<file path="config.mk">
export PLATFORM = sky130hd
export DESIGN_NAME = ioBridge
export DESIGN_NICKNAME = d
export VERILOG_FILES = /design/src/design/ks10Pkg.sv /design/src/design/ioBridge.sv
export VERILOG_INCLUDE_DIRS = /design/src /design/src/design
export SDC_FILE = /design/constraint.sdc
export NUM_CORES = 1
export LEC_CHECK = 0
export ABC_AREA = 0
export ABC_CLOCK_PERIOD_IN_PS = 2700
export BUFFER_PORTS_ARGS = -buffer_cell sky130_fd_sc_hd__buf_2
export CAP_MARGIN = 0
export CORE_ASPECT_RATIO = 1.25
export CORE_UTILIZATION = 55
export CTS_CLUSTER_DIAMETER = 80
export CTS_CLUSTER_SIZE = 40
export DETAILED_ROUTE_END_ITERATION = 10
export PLACE_DENSITY = 0.8
export SETUP_SLACK_MARGIN = 0.3
export SYNTH_ARGS = -nofsm -noshare
export SYNTH_HDL_FRONTEND = slang
export SYNTH_SLANG_ARGS = --single-unit
</file>
<file path="constraint.sdc">
create_clock -name clk -period 2.7 [get_ports clk]
set_clock_uncertainty 0.2 [all_clocks]
set_input_delay 0.135 -clock clk [delete_from_list [all_inputs] [get_ports clk]]
set_output_delay 0.135 -clock clk [all_outputs]
set_load 0.05 [all_outputs]
</file>
<file path="src/design/ks10_settings.svh">
/* KS10 bus settings
   Memory size, bus timeout, controller numbers and device register count */

`ifndef KS10_SETTINGS_SVH
`define KS10_SETTINGS_SVH

// Main memory depth in 36-bit words
`define MEM_WORDS   1024

// Cycles the arbiter waits on a target ack
`define BUS_TIMEOUT 16

// Controller numbers of the two IO bridges
`define CTL_NUM1    4'd1
`define CTL_NUM3    4'd3

// 18-bit registers per bridge, register 0 is the CSR
`define DEV_REGS    8

`endif

</file>
<file path="src/design/ks10Pkg.sv">
/* KS10 bus package
   Address word views, request and response words, CSR bit positions */

`default_nettype none

package ks10Pkg;

   ////////////////////
   // Address word

   // Flags at the top of every address word
   typedef struct packed {
      logic        rd;        // Read request
      logic        wr;        // Write request
      logic        io;        // IO space access
      logic [10:0] spare;     // Ignored
   } busFlags_t;

   // One address word, decoded as memory or as IO
   typedef union packed {
      struct packed {
         busFlags_t   flags;
         logic [21:0] wordAddr;   // Memory word address
      } memView;
      struct packed {
         busFlags_t   flags;
         logic [3:0]  ctlNum;     // Controller number
         logic [17:0] regAddr;    // Device register address
      } ioView;
   } busAddr_t;

   ////////////////////
   // Bus words

   typedef struct packed {
      busAddr_t    addr;
      logic [35:0] data;      // Write data
   } busReq_t;

   typedef struct packed {
      logic [35:0] data;      // Read data
      logic        nxm;       // No target answered
   } busRsp_t;

   // Bit n-1 is interrupt level n
   typedef logic [6:0] intrVec_t;

   // CSR bit positions
   localparam int csrLevelLsb  = 0;
   localparam int csrLevelMsb  = 2;   // Level 1..7, zero is off
   localparam int csrIntEnable = 6;
   localparam int csrDone      = 7;

endpackage

`default_nettype wire

</file>
<file path="src/design/ioBridge.sv">
/* IO bridge
   Device register bank with a CSR that drives one interrupt level */

`default_nettype none
`timescale 1ns/1ps

`include "ks10_settings.svh"

module ioBridge #(
   parameter logic [3:0] ctlNum = `CTL_NUM1     // Controller number of this bridge
) (
   input  logic              clk,
   input  logic              reset,
   input  logic              tgtReq,    // Request from arbiter
   input  ks10Pkg::busReq_t  request,   // Shared address and write data
   output logic              tgtAck,    // Ack to arbiter
   output logic [35:0]       rdData,    // Zero-extended register value
   output ks10Pkg::intrVec_t intr       // One bit per level
);

   localparam int regBits = $clog2(`DEV_REGS);

   logic [17:0]        devReg [0:`DEV_REGS-1];
   logic               inRange;   // Register exists
   logic               start;     // First cycle of a served access
   logic [regBits-1:0] regIdx;
   logic [17:0]        csr;
   logic [2:0]         level;     // CSR priority level

   ////////////////////
   // Decode

   // Controller already matched by the arbiter, only the range is left
   assign inRange = request.addr.ioView.regAddr < `DEV_REGS;
   assign regIdx  = request.addr.ioView.regAddr[regBits-1:0];
   assign start   = tgtReq && !tgtAck && inRange;

   ////////////////////
   // Registers

   // Ack and device registers, all cleared by reset
   always_ff @(posedge clk) begin
      if (reset) begin
         tgtAck <= 1'b0;
         for (int i = 0; i < `DEV_REGS; i++) begin
            devReg[i] <= 18'd0;
         end
      end else begin
         tgtAck <= tgtReq && inRange;   // Stays low above DEV_REGS
         if (start && request.addr.ioView.flags.wr) begin
            devReg[regIdx] <= request.data[17:0];   // Low half only
         end
      end
   end

   // Read data captured on the first request cycle
   always_ff @(posedge clk) begin
      if (start) begin
         if (request.addr.ioView.flags.rd) begin
            rdData <= {18'd0, devReg[regIdx]};
         end else begin
            rdData <= 36'd0;
         end
      end
   end

   ////////////////////
   // Interrupt

   assign csr   = devReg[0];
   assign level = csr[ks10Pkg::csrLevelMsb:ks10Pkg::csrLevelLsb];

   // Request at the CSR level when enabled and done
   always_comb begin
      intr = '0;
      if (csr[ks10Pkg::csrIntEnable] && csr[ks10Pkg::csrDone] && level != 3'd0) begin
         intr[level - 3'd1] = 1'b1;   // Level n on bit n-1
      end
   end

   ////////////////////
   // Checks

   // Arbiter keeps the latched request fixed for the whole handshake
   reqStable: assert property (@(posedge clk) disable iff (reset)
      tgtReq && $past(tgtReq) |-> $stable(request));

   // Only an IO access for this controller may select the bridge
   ctlMatch: assert property (@(posedge clk) disable iff (reset)
      $rose(tgtReq) |-> request.addr.ioView.flags.io &&
                        request.addr.ioView.ctlNum == ctlNum);

endmodule

`default_nettype wire

</file>
==> results.txt <==
----------------------------------------------------
[Outcome]
  Run status ... completed

[Yosys]
  Synth warn ... 0
  Netlist cell types ... 40
  List of most frequent post-synthesis cells ... sky130_fd_sc_hd__edfxtp_1 (162), sky130_fd_sc_hd__and2_1 (146), sky130_fd_sc_hd__mux2i_1 (22)
  Number of enable flip-flop cells after synthesis ... 162
  Sequential share of the synthesized area ... 63.8%
  Cell accounting for the most synthesized area ... sky130_fd_sc_hd__edfxtp_1
  Share of async-settable or async-resettable flops after synthesis ... 0%
  Synth Flop Type ... sky130_fd_sc_hd__edfxtp_1
  Mapped Area ... 0.00765 mm²
  Cell count after synthesis ... 527
  Flops & latches, synth ... 163
  Cell types with the largest area share after synthesis ... sky130_fd_sc_hd__edfxtp_1 (64%), sky130_fd_sc_hd__and2_1 (12%), sky130_fd_sc_hd__mux4_2 (4.7%)
  Count leader, synth ... sky130_fd_sc_hd__edfxtp_1
  Portion of synthesized cell area occupied by the leading cell type ... 63.6%
  Syn avg cell area ... 14.5 µm²

[Global route]
  Wire length of the first global-routing pass ... 27500 µm
  Largest net degree at the start of global routing ... 34
  Initial antenna violation count ... 0
  Total routing usage reported by global routing ... 26.8%
  Remaining global-route overflow ... 0
  Via count of the first global-routing pass ... 4965

[Power and ir drop]
  Maximum VDD drop ... 0.436 mV
  Standby leakage power ... 0.00352 µW
  Power per cell area ... 639 mW/mm²

[Timing]
  Slew @ Worst Pin ... 0.744 ns
  Smallest hold slack ... 0.0248 ns
  Rel. slew slack ... 50.1%
  Setup repair after global routing missed its margin ... no
  Fin. max-slew vios ... 0
  Crit path time final ... 2.28 ns
  Sum Neg Setup Slack ... 0 ns
  Max frequency ... 438 MHz
  Setup violation total in the final timing report ... 0
  Final cycle utilization of the critical path ... 84.5%
  Number of hold violations in the final report ... 0

[Setup path]
  Data required time of the worst path ... 2.37 ns
  FF-to-FF setup slack ... 0.64 ns
  Category of the worst setup path launch point ... flop
  Type of the setup path with the least slack ... flop to primary output
  Largest fanout on the critical path ... 3
  Nature of the critical path endpoint ... primary output
  Arrival time reported for the critical path endpoint ... 1.95 ns

[Detailed routing]
  Total number of vias ... 4806
  Mean routed wirelength per cell ... 21.6 µm
  Detailed-route DRC error count ... 0
  Drt pass-1 iters ... 5
  Detailed router's first-iteration violation count ... 341
  Total wire length ... 17900 µm
  Via count normalized by instance count ... 5.79
  Final ANT Viol Nets ... 0

[Run]
  Max Cap Violations ... 0

[Clock network]
  CTS root buf ... sky130_fd_sc_hd__clkbuf_16
  TritonCTS clock tree ... built
  Later-pin clock latency in the skew report ... 0.42 ns
  Number of buffers inserted during clock tree synthesis ... 17
  Clock slew seen by the registers of the worst setup and hold paths ... 0.06 ns
  CTS H-Tree Depth ... 4
  Clock net sink count ... 163
  Worst-case clock buffer depth ... 2

[Layout]
  Share of post-route cells with drive strength above 1 ... 25.8%
  Antenna Cells ... 0
  Synth-to-Final Area Change ... 19.2%
  Number of nets in the final layout ... 723
  Final Instance Count excl. Fillers ... 830
  Design area ... 0.00912 mm²

[Placed design]
  Detailed placer's ending HPWL ... 11100 µm
  Global placer's final weighted congestion ... 0.834
  Cells after DPL ... 777
  Placed Instance Area ... 0.00830 mm²
  Number of port buffers ... 66

[Floorplanning]
  Effective utilization at floorplan ... 57.1%
  DIE HEIGHT ... 134 µm
  Full die area ... 0.0144 mm²
  Die X-Extent ... 107 µm
  I/O Pins ... 119
  Core area ... 0.0134 mm²
  Std-Cell Rows ... 47

[Worst hold path]
  Class of the most critical hold timing path ... primary input to flop

----------------------------------------------------
==> state kept, by name, summed over array words and instances, names as in the netlist <==
| signal | count |
|---|---|
| rdData | 18 |
| devReg | 144 |
| tgtAck | 1 |
==> metal layers <==
layer	track usage (%)	up-vias	share of wire, %
li1	-	2136	-
met5	0	-	0
met1	31.3	2394	36
met3	4.57	46	6.0
met2	47.1	230	55
met4	13.7	0	3.2
==> kinds of logic after synthesis <==
logic type / Yosys count / share of synthesized area [%]
flip-flops: 163 / 63.8
adder cells (fa/ha/maj): 2 / 0.327
other: 1 / 0.0490
multiplexers: 41 / 8.03
XOR/XNOR: 2 / 0.229
AO/OA/AOI/OAI: 50 / 4.25
buffers and inverters: 47 / 3.86
AND/OR/NAND/NOR: 221 / 19.4
==> final timing paths <==
kind / end / depth (start not counted) / startpoint
worst min register to register: rdData[13]$_SDFFCE_PN0P_ / 2 / devReg[1][13]$_SDFFCE_PN0P_
worst min-delay path: tgtAck$_SDFF_PP0_ / 4 / request[52]
worst max register to register: devReg[1][14]$_SDFFCE_PN0P_ / 5 / tgtAck$_SDFF_PP0_
worst max-delay path: intr[6] / 6 / devReg[0][0]$_SDFFCE_PN0P_
==> where the power goes <==
group | internal (µW) | switching (µW)
Combinational | 177 | 296
Sequential | 2890 | 35.7
Clock | 1390 | 1030
==> cell usage in the layout (no fill, tap or decap), types with 4 or more instances in the layout <==
cell type                       Yosys  routed
sky130_fd_sc_hd__clkinv_4           0       5
sky130_fd_sc_hd__or2_1              8       8
sky130_fd_sc_hd__buf_2             11      65
sky130_fd_sc_hd__nand3b_1           6       6
sky130_fd_sc_hd__inv_1              5       5
sky130_fd_sc_hd__buf_4             20      35
sky130_fd_sc_hd__a31oi_1            5       5
sky130_fd_sc_hd__nand2_1           14      14
sky130_fd_sc_hd__nor4_4             7       7
sky130_fd_sc_hd__nor3b_4            4       4
sky130_fd_sc_hd__edfxtp_1         162     162
sky130_fd_sc_hd__nand2b_1           4       4
sky130_fd_sc_hd__and2_1           146     146
sky130_fd_sc_hd__o21ai_0           10      10
sky130_fd_sc_hd__clkbuf_16          0      17
sky130_fd_sc_hd__dlygate4sd3_1      0      20
sky130_fd_sc_hd__mux4_2            16      16
sky130_fd_sc_hd__conb_1             1      18
sky130_fd_sc_hd__nor3_1             5       5
sky130_fd_sc_hd__mux2i_1           22      22
sky130_fd_sc_hd__a22oi_1            9       9
sky130_fd_sc_hd__nor2_1            19      18
sky130_fd_sc_hd__a21oi_1           12      12
==> per-stage QoR <==
step                util (%)  power [µW]  setup WS (ns)
floorplan                  -        3260          0.316
global placement        61.9        3400          0.456
detailed placement      61.9        3420          0.406
CTS                     67.9        5830          0.310
global route            68.0        5960          0.348
finish                  68.0        5820          0.418
==> critical path, stage by stage, from the launching register on <==
cell and delay (ns):
sky130_fd_sc_hd__edfxtp_1 0.43, sky130_fd_sc_hd__inv_1 0.11, sky130_fd_sc_hd__ha_1 0.25, sky130_fd_sc_hd__xor2_2 0.22
sky130_fd_sc_hd__nand2_1 0.11, sky130_fd_sc_hd__nor2_1 0.13, sky130_fd_sc_hd__buf_2 0.28
==> layout make-up <==
cell class	count	area (µm²)
Timing Repair Buffer	124	856
Sequential cell	163	4880
Inverter	6	22.5
Tap cell	171	214
Clock buffer	18	429
Fill cell	878	4290
Clock inverter	14	169
Multi-Input combinational cell	334	2540
==> what timing repair did <==
item,CTS,global route
endpoints found under the hold margin,146,0
hold buffers,20,0
buffers inserted,0,1
resized for setup,0,2
setup endpoints to repair,0,7
Note: power is estimated with default switching activity, not from simulation.
