[src/design/ks10_settings.svh]
/* KS10 bus settings
   Memory size, bus timeout, controller numbers and device register count */

`ifndef KS10_SETTINGS_SVH
`define KS10_SETTINGS_SVH

// Main memory depth in 36-bit words
`define MEM_WORDS   1024

// Cycles the arbiter waits on a target ack
`define BUS_TIMEOUT 16

// Controller numbers of the two IO bridges
`define CTL_NUM1    4'd1
`define CTL_NUM3    4'd3

// 18-bit registers per bridge, register 0 is the CSR
`define DEV_REGS    8

`endif

[src/design/ks10Pkg.sv]
/* KS10 bus package
   Address word views, request and response words, CSR bit positions */

`default_nettype none

package ks10Pkg;

   ////////////////////
   // Address word

   // Flags at the top of every address word
   typedef struct packed {
      logic        rd;        // Read request
      logic        wr;        // Write request
      logic        io;        // IO space access
      logic [10:0] spare;     // Ignored
   } busFlags_t;

   // One address word, decoded as memory or as IO
   typedef union packed {
      struct packed {
         busFlags_t   flags;
         logic [21:0] wordAddr;   // Memory word address
      } memView;
      struct packed {
         busFlags_t   flags;
         logic [3:0]  ctlNum;     // Controller number
         logic [17:0] regAddr;    // Device register address
      } ioView;
   } busAddr_t;

   ////////////////////
   // Bus words

   typedef struct packed {
      busAddr_t    addr;
      logic [35:0] data;      // Write data
   } busReq_t;

   typedef struct packed {
      logic [35:0] data;      // Read data
      logic        nxm;       // No target answered
   } busRsp_t;

   // Bit n-1 is interrupt level n
   typedef logic [6:0] intrVec_t;

   // CSR bit positions
   localparam int csrLevelLsb  = 0;
   localparam int csrLevelMsb  = 2;   // Level 1..7, zero is off
   localparam int csrIntEnable = 6;
   localparam int csrDone      = 7;

endpackage

`default_nettype wire

[src/design/busArbiter.sv]
/* Bus arbiter
   Decodes the address word, runs the target handshake with timeout, merges results */

`default_nettype none
`timescale 1ns/1ps

`include "ks10_settings.svh"

module busArbiter (
   input  logic              clk,
   input  logic              reset,
   // Master side
   input  logic              req,          // Master request
   input  ks10Pkg::busReq_t  request,      // Master address and data
   output logic              ack,          // Ack to master
   output ks10Pkg::busRsp_t  response,     // Registered response
   // Memory
   output logic              memReq,
   input  logic              memAck,
   input  logic [35:0]       memData,
   // IO bridge 1
   output logic              io1Req,
   input  logic              io1Ack,
   input  logic [35:0]       io1Data,
   // IO bridge 3
   output logic              io3Req,
   input  logic              io3Ack,
   input  logic [35:0]       io3Data,
   // Interrupts
   input  ks10Pkg::intrVec_t io1Intr,
   input  ks10Pkg::intrVec_t io3Intr,
   // Shared target side
   output ks10Pkg::busReq_t  busRequest,   // Latched request to all targets
   output ks10Pkg::intrVec_t busIntr       // Merged interrupt vector
);

   localparam int timerBits = $clog2(`BUS_TIMEOUT + 1);

   // FSM states
   localparam logic [1:0] stIdle    = 2'd0;
   localparam logic [1:0] stWaitAck = 2'd1;   // Target request up
   localparam logic [1:0] stRespond = 2'd2;   // Ack up, wait for req low
   localparam logic [1:0] stRelease = 2'd3;   // Wait for target ack low

   logic [1:0]           state;
   logic [timerBits-1:0] timer;
   logic                 isIo;        // IO flag of the incoming word
   logic                 hitIo1;
   logic                 hitIo3;
   logic                 selAck;      // Ack of the requested target
   logic                 anyAck;
   logic                 timeUp;
   logic [35:0]          selData;

   ////////////////////
   // Decode

   // Same word seen through both views
   assign isIo   = request.addr.memView.flags.io;
   assign hitIo1 = isIo && (request.addr.ioView.ctlNum == `CTL_NUM1);
   assign hitIo3 = isIo && (request.addr.ioView.ctlNum == `CTL_NUM3);

   // Target request doubles as target select
   assign selAck = (memReq & memAck) | (io1Req & io1Ack) | (io3Req & io3Ack);
   assign anyAck = memAck | io1Ack | io3Ack;
   assign timeUp = (timer == timerBits'(`BUS_TIMEOUT - 1));

   always_comb begin
      selData = 36'd0;
      if (memReq) selData = memData;
      if (io1Req) selData = io1Data;
      if (io3Req) selData = io3Data;
   end

   ////////////////////
   // Sequencer

   always_ff @(posedge clk) begin
      if (reset) begin
         state  <= stIdle;
         ack    <= 1'b0;
         memReq <= 1'b0;
         io1Req <= 1'b0;
         io3Req <= 1'b0;
         timer  <= '0;
      end else begin
         case (state)
            stIdle: if (req) begin
               memReq <= !isIo;    // Unknown controller raises nothing
               io1Req <= hitIo1;
               io3Req <= hitIo3;
               timer  <= '0;
               state  <= stWaitAck;
            end
            stWaitAck: if (selAck || timeUp) begin
               memReq <= 1'b0;     // Release the target
               io1Req <= 1'b0;
               io3Req <= 1'b0;
               ack    <= 1'b1;
               state  <= stRespond;
            end else begin
               timer <= timer + 1'b1;
            end
            stRespond: if (!req) begin
               if (anyAck) begin
                  state <= stRelease;   // Target still finishing
               end else begin
                  ack   <= 1'b0;
                  state <= stIdle;
               end
            end
            default: if (!anyAck) begin
               ack   <= 1'b0;
               state <= stIdle;
            end
         endcase
      end
   end

   // Payload latches, held until the next transaction
   always_ff @(posedge clk) begin
      if (state == stIdle && req) begin
         busRequest <= request;
      end
      if (state == stWaitAck) begin
         if (selAck) begin
            response.data <= selData;
            response.nxm  <= 1'b0;
         end else if (timeUp) begin
            response.data <= 36'd0;   // Nobody home
            response.nxm  <= 1'b1;
         end
      end
   end

   // Both bridges share the interrupt lines
   assign busIntr = io1Intr | io3Intr;

   ////////////////////
   // Checks

   // Targets answer one at a time
   oneTargetAck: assert property (@(posedge clk) disable iff (reset)
      $onehot0({memAck, io1Ack, io3Ack}));

   // Four-phase order on the master side
   ackAfterReq: assert property (@(posedge clk) disable iff (reset)
      $fell(ack) |-> !$past(req));

endmodule

`default_nettype wire

[config.mk]
export PLATFORM = sky130hd
export DESIGN_NAME = busArbiter
export DESIGN_NICKNAME = d
export VERILOG_FILES = /design/src/design/ks10Pkg.sv /design/src/design/busArbiter.sv
export VERILOG_INCLUDE_DIRS = /design/src /design/src/design
export SDC_FILE = /design/constraint.sdc
export NUM_CORES = 1
export LEC_CHECK = 0
export BUFFER_PORTS_ARGS = -buffer_cell sky130_fd_sc_hd__buf_2
export CAP_MARGIN = 20
export CORE_AREA = 3 3 122 124
export CTS_CLUSTER_SIZE = 12
export DETAILED_ROUTE_END_ITERATION = 10
export DIE_AREA = 0 0 125 127
export GPL_TIMING_DRIVEN = 0
export PLACE_DENSITY = 0.69
export SYNTH_ARGS = -nofsm -noshare
export SYNTH_HDL_FRONTEND = slang
export SYNTH_SLANG_ARGS = --single-unit
[constraint.sdc]
create_clock -name clk -period 5.08 [get_ports clk]
set_input_delay 0.254 -clock clk [delete_from_list [all_inputs] [get_ports clk]]
set_output_delay 0.254 -clock clk [all_outputs]
set_load 0.05 [all_outputs]
==> results of run 1 <==
==> metal layers <==
metal / up-vias / part of all wire / global-route usage
li1: 1993 / - / -
met1: 1953 / 0.34 / 0.192
met2: 271 / 0.54 / 0.359
met3: 34 / 0.098 / 0.0765
met4: 4 / 0.025 / 0.0714
met5: - / 0.0014 / 0
==> power groups by stage <==
stage	combinational, mW	sequential, mW	clock [mW]
finish	0.938	1.28	1.09
global route	0.995	1.29	1.16
CTS	0.937	1.28	1.11
detailed placement	0.936	1.30	0
global placement	0.909	1.31	0
floorplan	0.249	1.72	0
==> cell usage in the layout (no fill, tap or decap), types with 2 or more instances in the layout <==
master         instances
a21oi_1                8
a221oi_1              36
a31o_2                 2
a31oi_1                4
buf_2                322
clkbuf_1              20
clkbuf_16             17
clkinv_1               2
clkinv_2               4
clkinv_4               2
clkinvlp_4             3
dfxtp_1               11
diode_2                2
dlygate4sd3_1          4
edfxtp_1             109
ha_1                   6
inv_1                  5
mux2_2                 2
mux2i_1                2
nand2_1                8
nand3_1                3
nor2_1                 4
nor2b_1               37
nor3_1                41
o21ai_0                2
or2_2                  8
or3_1                  3
==> registers in the layout (all words and copies together), names as in the netlist <==
register / cells
ack: 1
busRequest: 72
io1Req: 1
io3Req: 1
memReq: 1
response: 37
state: 2
timer: 5
==> stage by stage <==
step | total power, mW | utilization | instance area [sq um] | setup slack (ps)
4_1_cts | 3.33 | 0.520 | 7220 | 2920
5_1_grt | 3.45 | 0.523 | 7260 | 2780
3_5_place_dp | 2.24 | 0.481 | 6680 | 2950
3_3_place_gp | 2.22 | 0.479 | 6650 | -856
6_report | 3.31 | 0.523 | 7270 | 2870
2_1_floorplan | 1.97 | - | 4830 | 552
==> worst paths after layout <==
path	slack, ps	cells after the start	end	startpoint
min	20	1	busRequest[27]	request[27]
min reg2reg	470	2	ack	ack
max reg2reg	2870	5	response[29]	state[1]
max	2870	5	response[29]	state[1]
==> kinds of logic (layout without fill, tap and decap cells) <==
| kind of cell | Yosys count | in the layout |
|---|---|---|
| DFF | 120 | 120 |
| and+or+nand+nor | 112 | 112 |
| AOI/OAI and AO/OA | 60 | 60 |
| buffers and inverters | 29 | 385 |
| adders and majority gates | 6 | 6 |
| muxes | 4 | 4 |
| other | 0 | 2 |
==> worst reg2reg max path: cells and delay by family (launching register included) <==
kind	cells	cell delay, ps
buffers and inverters	3	750
DFF	1	340
AOI/OAI and AO/OA	1	530
adders and majority gates	1	260
==> repair_timing <==
action / 4_1_cts / 5_1_grt
hold buffers: 0 / 4
hold endpoints to repair: 0 / 4
endpoints found under the setup margin: 0 / 0
==> final cells by class <==
| type | count | area, sq um |
|---|---|---|
| fill | 1223 | 6620 |
| sequential | 120 | 3490 |
| timing repair buffer | 324 | 1660 |
| multi-input combinational | 182 | 1230 |
| clock buffer | 19 | 433 |
| tap | 180 | 225 |
| clock inverter | 13 | 106 |
| buffer | 24 | 98.8 |
| inverter | 5 | 18.8 |
| antenna | 2 | 5.00 |
==> results by group, run 1 <==
Timing
  • Worst Hold Slack: 24.5 ps
  • Relative slew slack: 0.410
  • Slew at the pin closest to its max-slew limit: 885 ps
  • # setup viols final: 0
  • Tmin final: 2210 ps
  • Skew final: 7.95 ps
  • Crit share post-route: 0.434
  • Setup TNS: 0 ps
  • F_max: 453 MHz
  • Unrepaired setup endpoints after global routing: false
  • Final Slew Violations: 0
  • Hold Vio Cnt, Final: 0

Detailed routing
  • Drt first pass iters: 4
  • # DRC: 0
  • Vias: 4,255
  • Initial drt markers: 268
  • Total wire length: 15.9 mm
  • Number of vias per cell: 4.90
  • Post-route ant nets: 0
  • Per-cell routed wire length: 18.3 um

Final layout
  • Nets: 880
  • Post-Layout Cell Count: 869
  • Layout cell share with drive strength beyond 1: 0.537
  • Synth-to-layout area growth: 50.6%

Setup path
  • Delay-heaviest family, CP: buffers and inverters
  • Worst-path fanout max: 29
  • Crit Path Class: reg -> reg
  • CP Launch Type: register
  • CP arrival: 2300 ps
  • Crit-path cells: inv_1 -> ha_1 -> clkbuf_1 -> a21boi_4 -> buf_12
  • Worst path required time: 5180 ps
  • Crit end category: register
  • Max incr delay on CP: 530 ps
  • CP max-delay cell: a21boi_4
  • Crit path buffers/inverters: 3

Floorplan
  • Chip Height: 127 um
  • Core area: 13,900 sq um
  • Floorplan row count: 43
  • Initial Util: 0.348
  • Die area: 15,900 sq um
  • # IOs: 320
  • DIE WIDTH: 125 um

Logic synthesis
  • Synth Area in Simple Gates: 0.129
  • Syn nets: 537
  • Flops & latches, synth: 120
  • Synth top area cells: edfxtp_1 (68%), a221oi_1 (6.5%), nor2b_1 (4.8%), dfxtp_1 (4.6%), nor3_1 (4.3%)
  • Area leader, netlist: edfxtp_1
  • Post-synthesis sequential area ratio: 0.724
  • Syn Std Cell Area: 4830 sq um
  • Syn Inst Count: 331
  • Post-synth top area share: 0.678
  • Top-count cell post-synth: edfxtp_1
  • EDFF count, synth: 109
  • Total number of yosys warnings: 0
  • Post-synthesis compound-gate area fraction: 0.0983
  • Xor/xnor share of the synthesized area: 0
  • Netlist cell types: 39
  • Syn avg cell area: 14.6 sq um
  • Most frequent cells after synthesis: edfxtp_1 (109), nor3_1 (41), nor2b_1 (37)
  • Post-Synth Adder-Cell Area: 0.0156
  • Largest family of logic cells by synthesized area: simple AND/OR/NAND/NOR gates
  • Ys flop type: edfxtp_1
  • Post-synthesis async set-or-reset flop share: 0
  • Multiplexer share of the synthesized area: 0.00882

Pwr
  • Sequential Power Share: 0.388
  • Int Pwr: 2.14 mW
  • Power share of the combinational group: 0.284
  • Switch share: 0.352
  • Lkg Pwr: 3.14 nW
  • Clk network pwr share: 0.328
  • Power per cell area: 455 nW/um^2
  • Sw power: 1.16 mW
  • Peak VDD IR: 0.197 mV

Placed design
  • Placer Congestion: 0.948
  • Dpl cells: 831
  • Port Buffer Count: 319
  • Post-DP HPWL: 12.6 mm

Global routing
  • GRT Overall Usage: 0.192
  • Initial antenna violation count: 4
  • Grt total ovfl: 0
  • Pin count of the biggest net entering global routing: 73
  • Vias in the first global route: 4,391
  • Global-route wire length before repair: 23.3 mm

CTS
  • Clock latency on the worst-skew pair: 410 ps
  • CTS tree: built
  • CTS resizes: 0
  • Root buf cell: clkbuf_16
  • TritonCTS Sinks: 120
  • Clk slew on worst S/H paths: 60 ps
  • Clock buffer depth: 2
  • H-tree depth: 4
  • Postcts setup bufs: 0
  • CTS Buf Count: 17

Run status
  • Status: complete, no violations

Min path
  • Worst hold-check path type: in -> reg

Run
  • Maxcap violations: 0
Note: power is estimated with default switching activity, not from simulation.
==> inputs of run 2 (changes only) <==
- clock period: 5.08 -> 2.2 ns (I/O delays scaled with it)
==> results by group, run 2 (same netlist as run 1, synthesis figures left out) <==
Run status
  • Status: complete, no violations (unchanged)

Pwr
  • Power per cell area: 997 nW/um^2 (was 455 nW/um^2)
  • Peak VDD IR: 0.516 mV (was 0.197 mV)
  • Tot Pwr: 7.99 mW (was 3.31 mW)
  • Lkg Pwr: 3.46 nW (was 3.14 nW)

Detailed routing
  • Total wire length: 17.0 mm (was 15.9 mm)
  • Initial drt markers: 293 (was 268)
  • Top Metal Used: met4 (was met5)
  • WL met1: 6.32 mm (was 5.38 mm)
  • Met2 WL: 9.04 mm (was 8.54 mm)
  • Number of vias per cell: 4.83 (was 4.90)
  • Drt first pass iters: 4 (unchanged)
  • Per-cell routed wire length: 18.1 um (was 18.3 um)
  • DR WL met3: 1.25 mm (was 1.56 mm)
  • Post-route ant nets: 0 (unchanged)
  • Vias: 4,529 (was 4,255)
  • # DRC: 0 (unchanged)

Setup path
  • Worst-path fanout max: 10 (was 29)
  • Max incr delay on CP: 400 ps (was 530 ps)
  • CP max-delay cell: clkbuf_1 (was a21boi_4)
  • Crit path buffers/inverters: 2 (was 3)
  • Reg-to-reg slack, setup: 130 ps (was 2870 ps)
  • Crit Path Class: reg -> reg (unchanged)
  • CP arrival: 2220 ps (was 2300 ps)
  • Worst path required time: 2360 ps (was 5180 ps)
  • Delay-heaviest family, CP: buffers and inverters (unchanged)
  • Crit-path cells: nor2b_1 -> clkbuf_1 -> clkbuf_2 -> a221oi_1 -> nor3_1 (was inv_1 -> ha_1 -> clkbuf_1 -> a21boi_4 -> buf_12)
  • CP Launch Type: register (unchanged)
  • Crit end category: register (unchanged)

Final layout
  • Post-Layout Cell Count: 938 (was 869)
  • Synth-to-layout area growth: 66.1% (was 50.6%)
  • Fill cell count: 1,132 (was 1,223)
  • Most common cell after layout, fill and taps aside: buf_2 (unchanged)
  • Register area: 3490 sq um (unchanged)
  • Most flop-heavy register: busRequest (unchanged)
  • Top Registers: busRequest x72, response x37, timer x5 (unchanged)
  • Multi-input logic area: 1230 sq um (unchanged)
  • Most frequent cells in the layout: buf_2 (322), edfxtp_1 (109), dlygate4sd3_1 (72) (was buf_2 (322), edfxtp_1 (109), nor3_1 (41))
  • Max reg flops: 72 (unchanged)
  • Fin util: 0.578 (was 0.523)
  • Nets: 950 (was 880)
  • Final Cell Area: 8020 sq um (was 7270 sq um)
  • Layout cell share with drive strength beyond 1: 0.498 (was 0.537)

Floorplan
  • Core area: 13,900 sq um (unchanged)
  • Floorplan row count: 43 (unchanged)
  • Die area: 15,900 sq um (unchanged)
  • DIE WIDTH: 125 um (unchanged)
  • # IOs: 320 (unchanged)
  • Chip Height: 127 um (unchanged)
  • Initial Util: 0.348 (unchanged)

CTS
  • CTS tree: built (unchanged)
  • H-tree depth: 4 (unchanged)
  • Clk slew on worst S/H paths: 60 ps (about the same)
  • TritonCTS Sinks: 120 (unchanged)
  • CTS Buf Count: 17 (unchanged)
  • Root buf cell: clkbuf_16 (unchanged)
  • Clock buffer depth: 2 (unchanged)
  • Clock latency on the worst-skew pair: 410 ps (about the same)

Timing
  • Setup TNS: 0 ps (unchanged)
  • # setup viols final: 0 (unchanged)
  • Tmin final: 2070 ps (was 2210 ps)
  • Hold Vio Cnt, Final: 0 (unchanged)
  • Skew final: 9.51 ps (was 7.95 ps)
  • Final Worst Setup Slack: 134 ps (was 2870 ps)
  • F_max: 484 MHz (was 453 MHz)
  • Relative slew slack: 0.407 (was 0.410)
  • Crit share post-route: 0.939 (was 0.434)
  • Unrepaired setup endpoints after global routing: false (unchanged)
  • Slew at the pin closest to its max-slew limit: 889 ps (was 885 ps)
  • Worst Hold Slack: 91.4 ps (was 24.5 ps)
  • Final Slew Violations: 0 (unchanged)

Global routing
  • Grt total ovfl: 0 (unchanged)
  • Initial antenna violation count: 1 (was 4)
  • GRT Overall Usage: 0.210 (was 0.192)
  • Vias in the first global route: 4,678 (was 4,391)
  • Global-route wire length before repair: 25.3 mm (was 23.3 mm)
  • Pin count of the biggest net entering global routing: 73 (unchanged)

Placed design
  • Port Buffer Count: 319 (unchanged)
  • Placer Congestion: 0.869 (was 0.948)
  • Placed inst area: 6680 sq um (unchanged)
  • DP Worst Slack: -44.2 ps (was 2950 ps)
  • Post-DP HPWL: 12.6 mm (about the same)
  • Dpl cells: 831 (unchanged)

Min path
  • Worst hold-check path type: in -> reg (unchanged)

Run
  • Maxcap violations: 0 (unchanged)
==> run 2: layout make-up <==
type                            count  area share
Tap cell                          180      0.0281
Sequential cell                   120       0.436
Antenna cell                        1    0.000312
Multi-Input combinational cell    182       0.153
Buffer                             24      0.0128
Clock inverter                     15      0.0211
Inverter                            5     0.00234
Clock buffer                       17      0.0531
Timing Repair Buffer              394       0.293
==> run 2: metal layers <==
| layer | vias up | track usage |
|---|---|---|
| li1 | 2139 | - |
| met1 | 2095 | 0.235 |
| met2 | 270 | 0.382 |
| met3 | 25 | 0.0564 |
| met4 | 0 | 0.0784 |
| met5 | - | 0 |
==> run 2: final timing paths <==
| kind | from | to | cells after the start |
|---|---|---|---|
| min | reset | timer[4] | 3 |
| max reg2reg | memReq | response[32] | 5 |
| min reg2reg | ack | ack | 2 |
| max | memReq | response[32] | 5 |
==> run 2: power by group <==
group | switching, mW | internal, mW | leakage, nW
registers | 0.0993 | 2.88 | 1.20
clock network | 1.07 | 1.69 | 0.278
logic | 1.64 | 0.615 | 1.98
total | 2.81 | 5.18 | 3.46
==> run 2: worst reg2reg max path, stage by stage (launching register included) <==
cell	delay (ps)
dfxtp_1	370
nor2b_1	150
clkbuf_1	400
clkbuf_2	360
a221oi_1	150
nor3_1	380
==> run 2: what timing repair did <==
| item | 4_1_cts | 5_1_grt |
|---|---|---|
| setup buffers | 2 | 0 |
| endpoints found under the hold margin | 72 | 0 |
| hold buffers | 72 | 0 |
| gates resized for setup | 1 | 4 |
| pin swaps | 0 | 0 |
| endpoints found under the setup margin | 3 | 9 |
